### src/logic/tlp_settings.svh
// ------------------------------------------------
// Bus widths and constants for the TLP bridge
// Included by the package and the RTL that needs them
// ------------------------------------------------

`ifndef TLP_SETTINGS_SVH
`define TLP_SETTINGS_SVH

// Width of one dword in bits
`define DW_WIDTH 32

// Dwords carried by one 128-bit TLP stream beat
`define TLPS_DW_COUNT 4

// Dwords carried by one 64-bit core beat
`define CORE_DW_COUNT 2

// BAR-hit flags reported by the core
`define BAR_HIT_WIDTH 7

// Counter bit that blinks the LED while the link is down
`define LED_BLINK_BIT 25

`endif

### src/logic/tlp_pkg.sv
// ------------------------------------------------
// Shared beat types for both stream directions
// Import with a wildcard import in the module header
// ------------------------------------------------

`include "tlp_settings.svh"

package tlp_pkg;

    // ------------------------------------------------
    // 128-bit data word
    // ------------------------------------------------

    // Receive side packs dwords, transmit side sends qwords
    typedef union packed {
        logic [`TLPS_DW_COUNT-1:0][`DW_WIDTH-1:0]                         dw;
        logic [`TLPS_DW_COUNT/`CORE_DW_COUNT-1:0][`CORE_DW_COUNT*`DW_WIDTH-1:0] qw;
    } tlps_data_u;

    // Same bit order as the core tuser field, first at bit 0
    typedef struct packed {
        logic [`BAR_HIT_WIDTH-1:0] bar_hit;
        logic                      last;
        logic                      first;
    } tlps_user_t;

    // One 128-bit TLP stream beat
    typedef struct packed {
        tlps_data_u                data;
        logic [`TLPS_DW_COUNT-1:0] keepdw;
        logic                      last;
        tlps_user_t                user;
    } tlps_beat_t;

    // ------------------------------------------------
    // 64-bit core beats
    // ------------------------------------------------

    // Transmit beat toward the core, byte keep
    typedef struct packed {
        logic [`CORE_DW_COUNT*`DW_WIDTH-1:0]   data;
        logic [`CORE_DW_COUNT*`DW_WIDTH/8-1:0] keep;
        logic                                  last;
    } core_tx_beat_t;

    // Receive beat from the core
    typedef struct packed {
        logic [`CORE_DW_COUNT*`DW_WIDTH-1:0]   data;
        logic [`CORE_DW_COUNT*`DW_WIDTH/8-1:0] keep;
        logic                                  last;
        logic [`BAR_HIT_WIDTH-1:0]             bar_hit;
    } core_rx_beat_t;

endpackage

### src/logic/link_status_ctrl.sv
// ------------------------------------------------
// Combines reset sources and drives the status LED
// LED is steady on with link up, blinks otherwise
// ------------------------------------------------

`timescale 1ns/1ns
`include "tlp_settings.svh"

module link_status_ctrl (
    input  logic clk_pcie,
    input  logic rst,
    input  logic link_up,
    input  logic user_reset,
    input  logic subsys_reset_req,
    output logic subsys_rst,
    output logic led_state
);

    // Free-running blink counter
    logic [`LED_BLINK_BIT:0] blink_cnt;

    // ------------------------------------------------
    // Datapath reset
    // ------------------------------------------------

    // Any source holds both paths in reset, one cycle late
    always_ff @(posedge clk_pcie) begin
        subsys_rst <= rst || user_reset || subsys_reset_req;
    end

    // ------------------------------------------------
    // Status LED
    // ------------------------------------------------

    always_ff @(posedge clk_pcie) begin
        if (rst) begin
            blink_cnt <= '0;
        end else begin
            blink_cnt <= blink_cnt + 1'b1;
        end
    end

    assign led_state = link_up || blink_cnt[`LED_BLINK_BIT];

    // ------------------------------------------------
    // Checks
    // ------------------------------------------------

    // Top-level reset always reaches the datapaths
    a_rst_to_subsys: assert property (@(posedge clk_pcie)
        rst |=> subsys_rst)
        else $error("subsys_rst missed a reset");

endmodule

### src/logic/pcie_tlp_bridge.sv
// ------------------------------------------------
// Top level of the 128-bit to 64-bit PCIe TLP bridge
// Sits between the TLP stream and the core user interface
// ------------------------------------------------

`timescale 1ns/1ns

module pcie_tlp_bridge
    import tlp_pkg::*;
(
    input  logic          clk_pcie,
    input  logic          rst,

    // Core status and reset requests
    input  logic          link_up,
    input  logic          user_reset,
    input  logic          subsys_reset_req,

    // 128-bit transmit stream in
    input  tlps_beat_t    tlps_tx,
    input  logic          tlps_tx_valid,
    output logic          tlps_tx_ready,

    // 64-bit core transmit out
    output core_tx_beat_t core_tx,
    output logic          core_tx_valid,
    input  logic          core_tx_ready,

    // 64-bit core receive in, no back-pressure
    input  core_rx_beat_t core_rx,
    input  logic          core_rx_valid,

    // 128-bit receive stream out
    output tlps_beat_t    tlps_rx,
    output logic          tlps_rx_valid,

    output logic          led_state
);

    logic subsys_rst;

    link_status_ctrl i_link_status_ctrl (
        .clk_pcie         (clk_pcie),
        .rst              (rst),
        .link_up          (link_up),
        .user_reset       (user_reset),
        .subsys_reset_req (subsys_reset_req),
        .subsys_rst       (subsys_rst),
        .led_state        (led_state)
    );

    tlp_tx_narrow i_tlp_tx_narrow (
        .clk_pcie      (clk_pcie),
        .rst           (subsys_rst),
        .tlps_in       (tlps_tx),
        .tlps_in_valid (tlps_tx_valid),
        .tlps_in_ready (tlps_tx_ready),
        .core_tx       (core_tx),
        .core_tx_valid (core_tx_valid),
        .core_tx_ready (core_tx_ready)
    );

    tlp_rx_widen i_tlp_rx_widen (
        .clk_pcie       (clk_pcie),
        .rst            (subsys_rst),
        .core_rx        (core_rx),
        .core_rx_valid  (core_rx_valid),
        .tlps_out       (tlps_rx),
        .tlps_out_valid (tlps_rx_valid)
    );

endmodule

### src/logic/tlp_rx_widen.sv
// ------------------------------------------------
// Gathers 64-bit core receive beats into 128-bit beats
// Output has no back-pressure and is valid for one cycle
// ------------------------------------------------

`timescale 1ns/1ns
`include "tlp_settings.svh"

module tlp_rx_widen
    import tlp_pkg::*;
(
    input  logic          clk_pcie,
    input  logic          rst,
    input  core_rx_beat_t core_rx,
    input  logic          core_rx_valid,
    output tlps_beat_t    tlps_out,
    output logic          tlps_out_valid
);

    localparam int LEN_WIDTH = $clog2(`TLPS_DW_COUNT + 1);
    localparam int IDX_WIDTH = $clog2(`TLPS_DW_COUNT);

    // Gathered beat under construction
    tlps_data_u                data_q;
    logic [LEN_WIDTH-1:0]      len_q;
    logic                      first_q;
    logic                      last_q;
    logic [`BAR_HIT_WIDTH-1:0] bar_hit_q;

    logic                 out_valid;
    logic                 two_dw;
    logic [LEN_WIDTH-1:0] base;
    logic [LEN_WIDTH-1:0] next_len;
    logic [IDX_WIDTH-1:0] base_idx;

    // keep bit of the second dword
    assign two_dw = core_rx.keep[`DW_WIDTH/8];

    // Full once more than one core beat worth is held, or on packet end
    assign out_valid = last_q || (len_q > LEN_WIDTH'(`CORE_DW_COUNT));

    // A beat arriving while the output shows restarts at dword 0
    assign base     = out_valid ? '0 : len_q;
    assign next_len = base + LEN_WIDTH'(1) + LEN_WIDTH'(two_dw);
    assign base_idx = base[IDX_WIDTH-1:0];

    always_comb begin
        tlps_out.data = data_q;
        for (int i = 0; i < `TLPS_DW_COUNT; i++) begin
            tlps_out.keepdw[i] = (len_q > LEN_WIDTH'(i));
        end
        tlps_out.last         = last_q;
        tlps_out.user.first   = first_q;
        tlps_out.user.last    = last_q;
        tlps_out.user.bar_hit = bar_hit_q;
        tlps_out_valid        = out_valid;
    end

    // ------------------------------------------------
    // Dword packing
    // ------------------------------------------------

    always_ff @(posedge clk_pcie) begin
        if (core_rx_valid) begin
            data_q.dw[base_idx] <= core_rx.data[`DW_WIDTH-1:0];
            if (two_dw) begin
                data_q.dw[base_idx + IDX_WIDTH'(1)] <= core_rx.data[2*`DW_WIDTH-1:`DW_WIDTH];
            end
        end
    end

    always_ff @(posedge clk_pcie) begin
        if (rst) begin
            first_q   <= 1'b1;
            last_q    <= 1'b0;
            len_q     <= '0;
            bar_hit_q <= '0;
        end else if (core_rx_valid) begin
            // Next beat is a packet start only after a last beat left
            first_q   <= out_valid ? last_q : first_q;
            last_q    <= core_rx.last;
            len_q     <= next_len;
            bar_hit_q <= core_rx.bar_hit;
        end else if (out_valid) begin
            first_q   <= last_q;
            last_q    <= 1'b0;
            len_q     <= '0;
            bar_hit_q <= '0;
        end
    end

    // ------------------------------------------------
    // Checks
    // ------------------------------------------------

    // An emitted beat always carries at least dword 0
    a_keepdw0: assert property (@(posedge clk_pcie) disable iff (rst)
        tlps_out_valid |-> tlps_out.keepdw[0])
        else $error("tlps_out valid with empty keepdw");

endmodule

### src/logic/tlp_tx_narrow.sv
// ------------------------------------------------
// Splits 128-bit transmit beats into 64-bit core beats
// Narrow beats pass through, wide beats take two core beats
// ------------------------------------------------

`timescale 1ns/1ns
`include "tlp_settings.svh"

module tlp_tx_narrow
    import tlp_pkg::*;
(
    input  logic          clk_pcie,
    input  logic          rst,
    input  tlps_beat_t    tlps_in,
    input  logic          tlps_in_valid,
    output logic          tlps_in_ready,
    output core_tx_beat_t core_tx,
    output logic          core_tx_valid,
    input  logic          core_tx_ready
);

    localparam int QW_WIDTH   = `CORE_DW_COUNT * `DW_WIDTH;
    localparam int KEEP_WIDTH = QW_WIDTH / 8;

    localparam logic [KEEP_WIDTH-1:0] KEEP_FULL = {KEEP_WIDTH{1'b1}};
    localparam logic [KEEP_WIDTH-1:0] KEEP_LOW  =
        {{(KEEP_WIDTH/2){1'b0}}, {(KEEP_WIDTH/2){1'b1}}};

    // Upper half of a wide beat waiting for its turn
    logic                hold_valid;
    logic [QW_WIDTH-1:0] hold_data;
    logic                hold_dw3;
    logic                hold_last;

    logic wide_beat;

    assign wide_beat = tlps_in.keepdw[2];

    always_comb begin
        core_tx_valid = hold_valid || tlps_in_valid;
        if (hold_valid) begin
            core_tx.data = hold_data;
            core_tx.keep = hold_dw3 ? KEEP_FULL : KEEP_LOW;
            core_tx.last = hold_last;
        end else begin
            core_tx.data = tlps_in.data.qw[0];
            core_tx.keep = tlps_in.keepdw[1] ? KEEP_FULL : KEEP_LOW;
            core_tx.last = tlps_in.last && !wide_beat;
        end
        // Wide beat is taken only as its upper half leaves
        tlps_in_ready = core_tx_ready && (hold_valid || !wide_beat);
    end

    always_ff @(posedge clk_pcie) begin
        if (rst) begin
            hold_valid <= 1'b0;
        end else if (core_tx_valid && core_tx_ready) begin
            hold_valid <= !hold_valid && tlps_in_valid && wide_beat;
        end
    end

    // Capture upper qword as the low qword goes out
    always_ff @(posedge clk_pcie) begin
        if (!hold_valid && tlps_in_valid && wide_beat && core_tx_ready) begin
            hold_data <= tlps_in.data.qw[1];
            hold_dw3  <= tlps_in.keepdw[3];
            hold_last <= tlps_in.last;
        end
    end

    // ------------------------------------------------
    // Checks
    // ------------------------------------------------

    a_core_tx_stable: assert property (@(posedge clk_pcie) disable iff (rst)
        core_tx_valid && !core_tx_ready |=> core_tx_valid && $stable(core_tx))
        else $error("core_tx changed while stalled");

    a_keepdw_contig: assert property (@(posedge clk_pcie) disable iff (rst)
        tlps_in_valid |-> tlps_in.keepdw inside {4'b0001, 4'b0011, 4'b0111, 4'b1111})
        else $error("tlps_in keepdw not contiguous");

endmodule

### config.mk
export PLATFORM = sky130hd
export DESIGN_NAME = pcie_tlp_bridge
export DESIGN_NICKNAME = d
export VERILOG_FILES = /design/src/logic/tlp_pkg.sv /design/src/logic/link_status_ctrl.sv /design/src/logic/pcie_tlp_bridge.sv /design/src/logic/tlp_rx_widen.sv /design/src/logic/tlp_tx_narrow.sv
export VERILOG_INCLUDE_DIRS = /design/src /design/src/logic
export SDC_FILE = /design/constraint.sdc
export NUM_CORES = 1
export LEC_CHECK = 0
export CAP_MARGIN = 20
export CORE_ASPECT_RATIO = 0.75
export CORE_MARGIN = 2
export CORE_UTILIZATION = 42
export CTS_CLUSTER_DIAMETER = 120
export DETAILED_ROUTE_END_ITERATION = 10
export DONT_BUFFER_PORTS = 1
export HOLD_SLACK_MARGIN = 0.1
export PLACE_DENSITY = 0.59
export SLEW_MARGIN = 20
export SYNTH_ARGS = -nofsm -noshare
export SYNTH_HDL_FRONTEND = slang
export SYNTH_HIERARCHICAL = 1
export SYNTH_SLANG_ARGS = --single-unit
### constraint.sdc
create_clock -name clk_pcie -period 2.4 [get_ports clk_pcie]
set_input_delay 0.48 -clock clk_pcie [delete_from_list [all_inputs] [get_ports clk_pcie]]
set_output_delay 0.48 -clock clk_pcie [all_outputs]
set_load 0.02 [all_outputs]
Yosys cells after proc, flatten, opt, wreduce, memory -nomap -nowiden
Cells that the tools add are included.
- flip-flop bits (word level): 234
- logic and storage cells: 56
- bits of input ports: 230
- output and inout port bits: 219
- add/sub/neg operators: 4
- reduce and logical (&&, ||, !) cells: 17
- $lt $le $gt $ge: 8
- mux-type cells: 16
- operator list (operator ; number):
    $bwmux W128 ; 2
    $demux W32 S2 ; 2
    $mux W128 ; 1
    $mux W73 ; 1
    $mux W32 ; 2
    $add A26 B1 Y26 const B ; 1
    $mux W8 ; 2
    $mux W7 ; 2
    $logic_and A1 B1 Y1 ; 8
    $gt A3 B1 Y1 const B ; 2
    $gt A3 B2 Y1 const B ; 2
    $logic_or A1 B1 Y1 ; 6
    $lt A2 B3 Y1 const B ; 2
    $mux W3 ; 2
    $ge A2 B1 Y1 const B ; 2
    $add A3 B1 Y3 ; 1
    $add A3 B1 Y3 const B ; 1
    $add A2 B1 Y2 const B ; 1
    $logic_not A1 Y1 ; 2
    $mux W1 ; 2
    $reduce_bool A2 Y1 ; 1

Depth between registers and ports, before layout
- depth after elaboration: 10
- mapped depth: 9
- depth with buffers taken out: 7

By module
The synthesis kept the hierarchy.
- by module, submodules not included (module ; instances ; cells each ; area each (um^2) ; seq. area each (um^2)):
    tlp_rx_widen ; 1 ; 393 ; 6734.0 ; 4083.9
    tlp_tx_narrow ; 1 ; 158 ; 3199.3 ; 2001.9
    link_status_ctrl ; 1 ; 131 ; 1178.6 ; 540.5

Least setup slack after synthesis
No wires, ideal clock.
- path type: reg2reg
- start point: register i_tlp_tx_narrow.hold_valid
- end point: register i_tlp_tx_narrow.hold_data[0] (enable)
- slack: -0.055 ns
- buffers on the path: 2
- data required time: 1.980 ns
- library setup time: 0.420 ns
- arrival: 2.035 ns
- period minus slack after synthesis: 2.455 ns
- cell stages (with the launch flop): 5
- cell sequence: dfxtp_1 buf_6 buf_6 nand4b_4 inv_1
- word-level cells in the longest chain between the ends: 4
- ends and longest elaborated chain (element ; RTL line ; text):
    start: declaration ; tlp_tx_narrow.sv:30 ; logic hold_valid;
    start signal: assignment ; tlp_tx_narrow.sv:58 ; hold_valid <= !hold_valid && tlps_in_valid && wide_beat;
    $logic_not A1 Y1 ; tlp_tx_narrow.sv:64 ; if (!hold_valid && tlps_in_valid && wide_beat && core_tx_ready) begin
    $logic_and A1 B1 Y1 (3 in series) ; tlp_tx_narrow.sv:64 ;
    end signal: assignment ; tlp_tx_narrow.sv:65 ; hold_data <= tlps_in.data.qw[1];
    end: declaration ; tlp_tx_narrow.sv:31 ; logic [QW_WIDTH-1:0] hold_data;
Every way passes these cells.
A chain may end at the register's enable or synchronous reset.

Worst setup path after layout
- start point: register i_tlp_tx_narrow.hold_valid
- end point: output port core_tx[6] in the netlist's numbering
- word-level cells in the longest chain between the ends: 1
- ends and longest elaborated chain (element ; RTL line ; text):
    $mux W73 ; tlp_tx_narrow.sv:41 ; if (hold_valid) begin
    end: declaration ; pcie_tlp_bridge.sv:25 ; output core_tx_beat_t core_tx,
Every way passes these cells.

==> results.json <==
{
  "slew_violations": 0,
  "reg2reg_depth": 4,
  "ir_drop_mv": 0.490,
  "hold_path_depth": 2,
  "grt_pass1_vias": 6524,
  "post-route-drc-count": 0,
  "seq_area_frac_synth": 0.596,
  "grtUsageTotal": 0.188,
  "insertion_delay_ns": 0.50,
  "swShare": 0.232,
  "rsz0062_at_grt": "false",
  "period_needed_ns": 2.25,
  "drive_above_1_share": 0.426,
  "placedCellCount": 994,
  "synthCells": 682,
  "die_y_um": 145,
  "power_frac_seq": 0.532,
  "vias_per_cell": 5.62,
  "yosys_warnings": 6,
  "grt_max_degree": 67,
  "grt_first_pass_wirelength_um": 39600,
  "cp_slowest_cell": "mux2_4",
  "arrival_ns": 1.77,
  "p_leak_nw": 4.67,
  "num-nets-final": 989,
  "post_dp_cell_area_sq_um": 11500,
  "hp-class": "primary input to register",
  "cts_setup_buffers": 0,
  "required_ns": 1.92,
  "pwr-share-comb": 0.086,
  "instances_no_fill": 1114,
  "switching_power_mw": 2.17,
  "cts_max_level": 1,
  "holdPathEnd": "i_tlp_tx_narrow/hold_valid",
  "setup_violations": 0,
  "reg2reg_from": "i_tlp_rx_widen/len_q[1]",
  "relSlewSlack": 0.374,
  "clkSinkCount": 234,
  "clk_path_buf_depth": 3,
  "synthFlopType": "edfxtp_1",
  "final_cell_mix": "edfxtp_1 (194), mux2_2 (173), mux2_4 (85), dlygate4sd3_1 (77), dfxtp_1 (39)",
  "final.period_utilization": 0.938,
  "synth-seq-cells": 234,
  "p_int_mw": 7.18,
  "finalSetupTns_ns": 0,
  "clockPowerShare": 0.382,
  "fillers": 2117,
  "drt_iter0_drc": 228,
  "critical_path.top_delay_family": "multiplexers",
  "numCtsBuffers": 24,
  "yosysUniqueCellTypes": 46,
  "cp_max_fo": 65,
  "cts_root_buffer": "clkbuf_16",
  "fin_skew_ns": 0.00785,
  "antenna_found_initial": 0,
  "finalInstanceArea_sq_um": 13100,
  "fp.dieW_um": 192,
  "fin_util": 0.503,
  "route.vias.total": 6260,
  "cts.clk_slew.worst_paths_ns": 0.06,
  "synth_edf_count": 194,
  "avgSynthCellArea_sq_um": 16.3,
  "r2r_end": "i_tlp_rx_widen/data_q[82]",
  "ant_nets": 0,
  "synth_area_sq_um": 11100,
  "max_clock_freq_ghz": 0.444,
  "final_common_cell": "edfxtp_1",
  "start_util": 0.428,
  "async_flop_share": 0,
  "cp_cell_sequence": "buf_12, mux2_4",
  "wl_um": 28000,
  "startpoint_type": "register",
  "core_region_area_sq_um": 26000,
  "overflow": 0,
  "io_pins": 449,
  "path_buf_inv": 1,
  "antennaDiodeCount": 0,
  "synthToLayoutAreaGrowth_pct": 17.5,
  "rrSetupSlack_ns": 0.31,
  "cts_tree": "yes",
  "max-cap-violations": 0,
  "end_kind": "output port",
  "dr.pass1.iters": 4,
  "num_rows": 51,
  "cts.hold.buffers_added": 79,
  "hold_viol": 0,
  "gp_congestion": 0.768,
  "hold_start": "tlps_tx[12]",
  "dieArea_sq_um": 27800,
  "critical_path_class": "register to output port",
  "wl_per_cell_um": 25.2,
  "status": "finished clean",
  "portBuffers": 0,
  "cts_resized": 0,
  "max_stage_delay_ns": 0.47,
  "power_density_nw_per_um2": 716,
  "dp_hpwl_um": 19100,
  "worst_slew_pin_slew_ns": 0.935
}
[synth_stat cells (all sizes together), types with 6 or more instances]
cell type  count  area (sq um)
a21oi         13          68.8
a22o           7          61.3
buf           35           265
clkbuf        12          46.3
dfxtp         40           801
edfxtp       194          5830
inv            7          26.3
mux2         258          3220
nand2          9          33.8
nand3         10          60.1
nand4          7          50.1
nor2          16          60.1
o21ai          9          45.0
o31ai          6          45.0
or3            8          50.1
or4            7          52.6
xor2          11          96.3
[how the worst max path moves through the flow]
stage / from / to / slack [ns] / depth (start not counted)
6_report: i_tlp_tx_narrow/hold_valid / core_tx[6] / 0.15 / 2
5_1_grt: i_tlp_tx_narrow/hold_valid / core_tx[5] / 0.08 / 2
4_1_cts: i_tlp_tx_narrow/hold_valid / core_tx[6] / 0.11 / 2
3_5_place_dp: i_tlp_rx_widen/len_q[1] / i_tlp_rx_widen/data_q[87] / 0.33 / 4
3_3_place_gp: i_tlp_rx_widen/len_q[1] / i_tlp_rx_widen/data_q[83] / 0.38 / 4
2_1_floorplan: i_tlp_tx_narrow/hold_valid / i_tlp_tx_narrow/hold_data[0] / 0.32 / 4
[metal layers]
metal / track usage / wire, um / up-vias
met5: 0 / 0 / -
met4: 0.0478 / 603 / 0
met3: 0.0620 / 2500 / 39
met2: 0.327 / 14200 / 277
met1: 0.225 / 10800 / 3187
li1: - / - / 2757
[power by group through the flow]
stage	Clock, mW	Sequential (mW)	Combinational [mW]
3_5_place_dp	0	5.07	0.632
5_1_grt	3.85	5.00	0.850
2_1_floorplan	0	5.00	0.564
3_3_place_gp	0	5.06	0.612
6_report	3.57	4.98	0.800
4_1_cts	3.67	4.98	0.800
[sequential cells by signal, summed over array words and instances (netlist names)]
| signal | count |
|---|---|
| i_tlp_tx_narrow/hold_last | 1 |
| i_tlp_rx_widen/len_q | 3 |
| i_link_status_ctrl/blink_cnt | 26 |
| i_tlp_rx_widen/first_q | 1 |
| i_tlp_tx_narrow/hold_valid | 1 |
| i_tlp_tx_narrow/hold_dw3 | 1 |
| i_link_status_ctrl/subsys_rst | 1 |
| i_tlp_rx_widen/last_q | 1 |
| i_tlp_rx_widen/data_q | 128 |
| i_tlp_rx_widen/bar_hit_q | 7 |
| i_tlp_tx_narrow/hold_data | 64 |
[final cells by class]
cell class	instances	area (sq um)	area share
sequential	234	6630	0.508
multi-input combinational	397	4180	0.320
timing repair buffer	92	1040	0.0794
clock buffer	35	727	0.0557
tap	344	430	0.0330
inverter	7	30.0	0.00230
clock inverter	5	22.5	0.00173
[cell families after synthesis]
| kind of cell | Yosys count | synth area share |
|---|---|---|
| buffers and inverters | 54 | 0.0304 |
| flip-flops | 234 | 0.596 |
| AO/OA/AOI/OAI | 38 | 0.0218 |
| multiplexers | 259 | 0.291 |
| other | 1 | 0.000337 |
| adder cells (fa/ha/maj) | 3 | 0.00338 |
| XOR/XNOR | 12 | 0.00946 |
| AND/OR/NAND/NOR | 81 | 0.0472 |
[through the flow]
| step | power (mW) | hold slack [ns] | worst slack [ns] |
|---|---|---|---|
| floorplan | 5.56 | 0.426 | 0.316 |
| global route | 9.69 | 0.128 | 0.0771 |
| CTS | 9.45 | 0.101 | 0.112 |
| detailed placement | 5.70 | 0.453 | 0.327 |
| finish | 9.35 | 0.145 | 0.148 |
| global placement | 5.67 | 0.435 | 0.384 |
(Power assumes the default switching activity.)
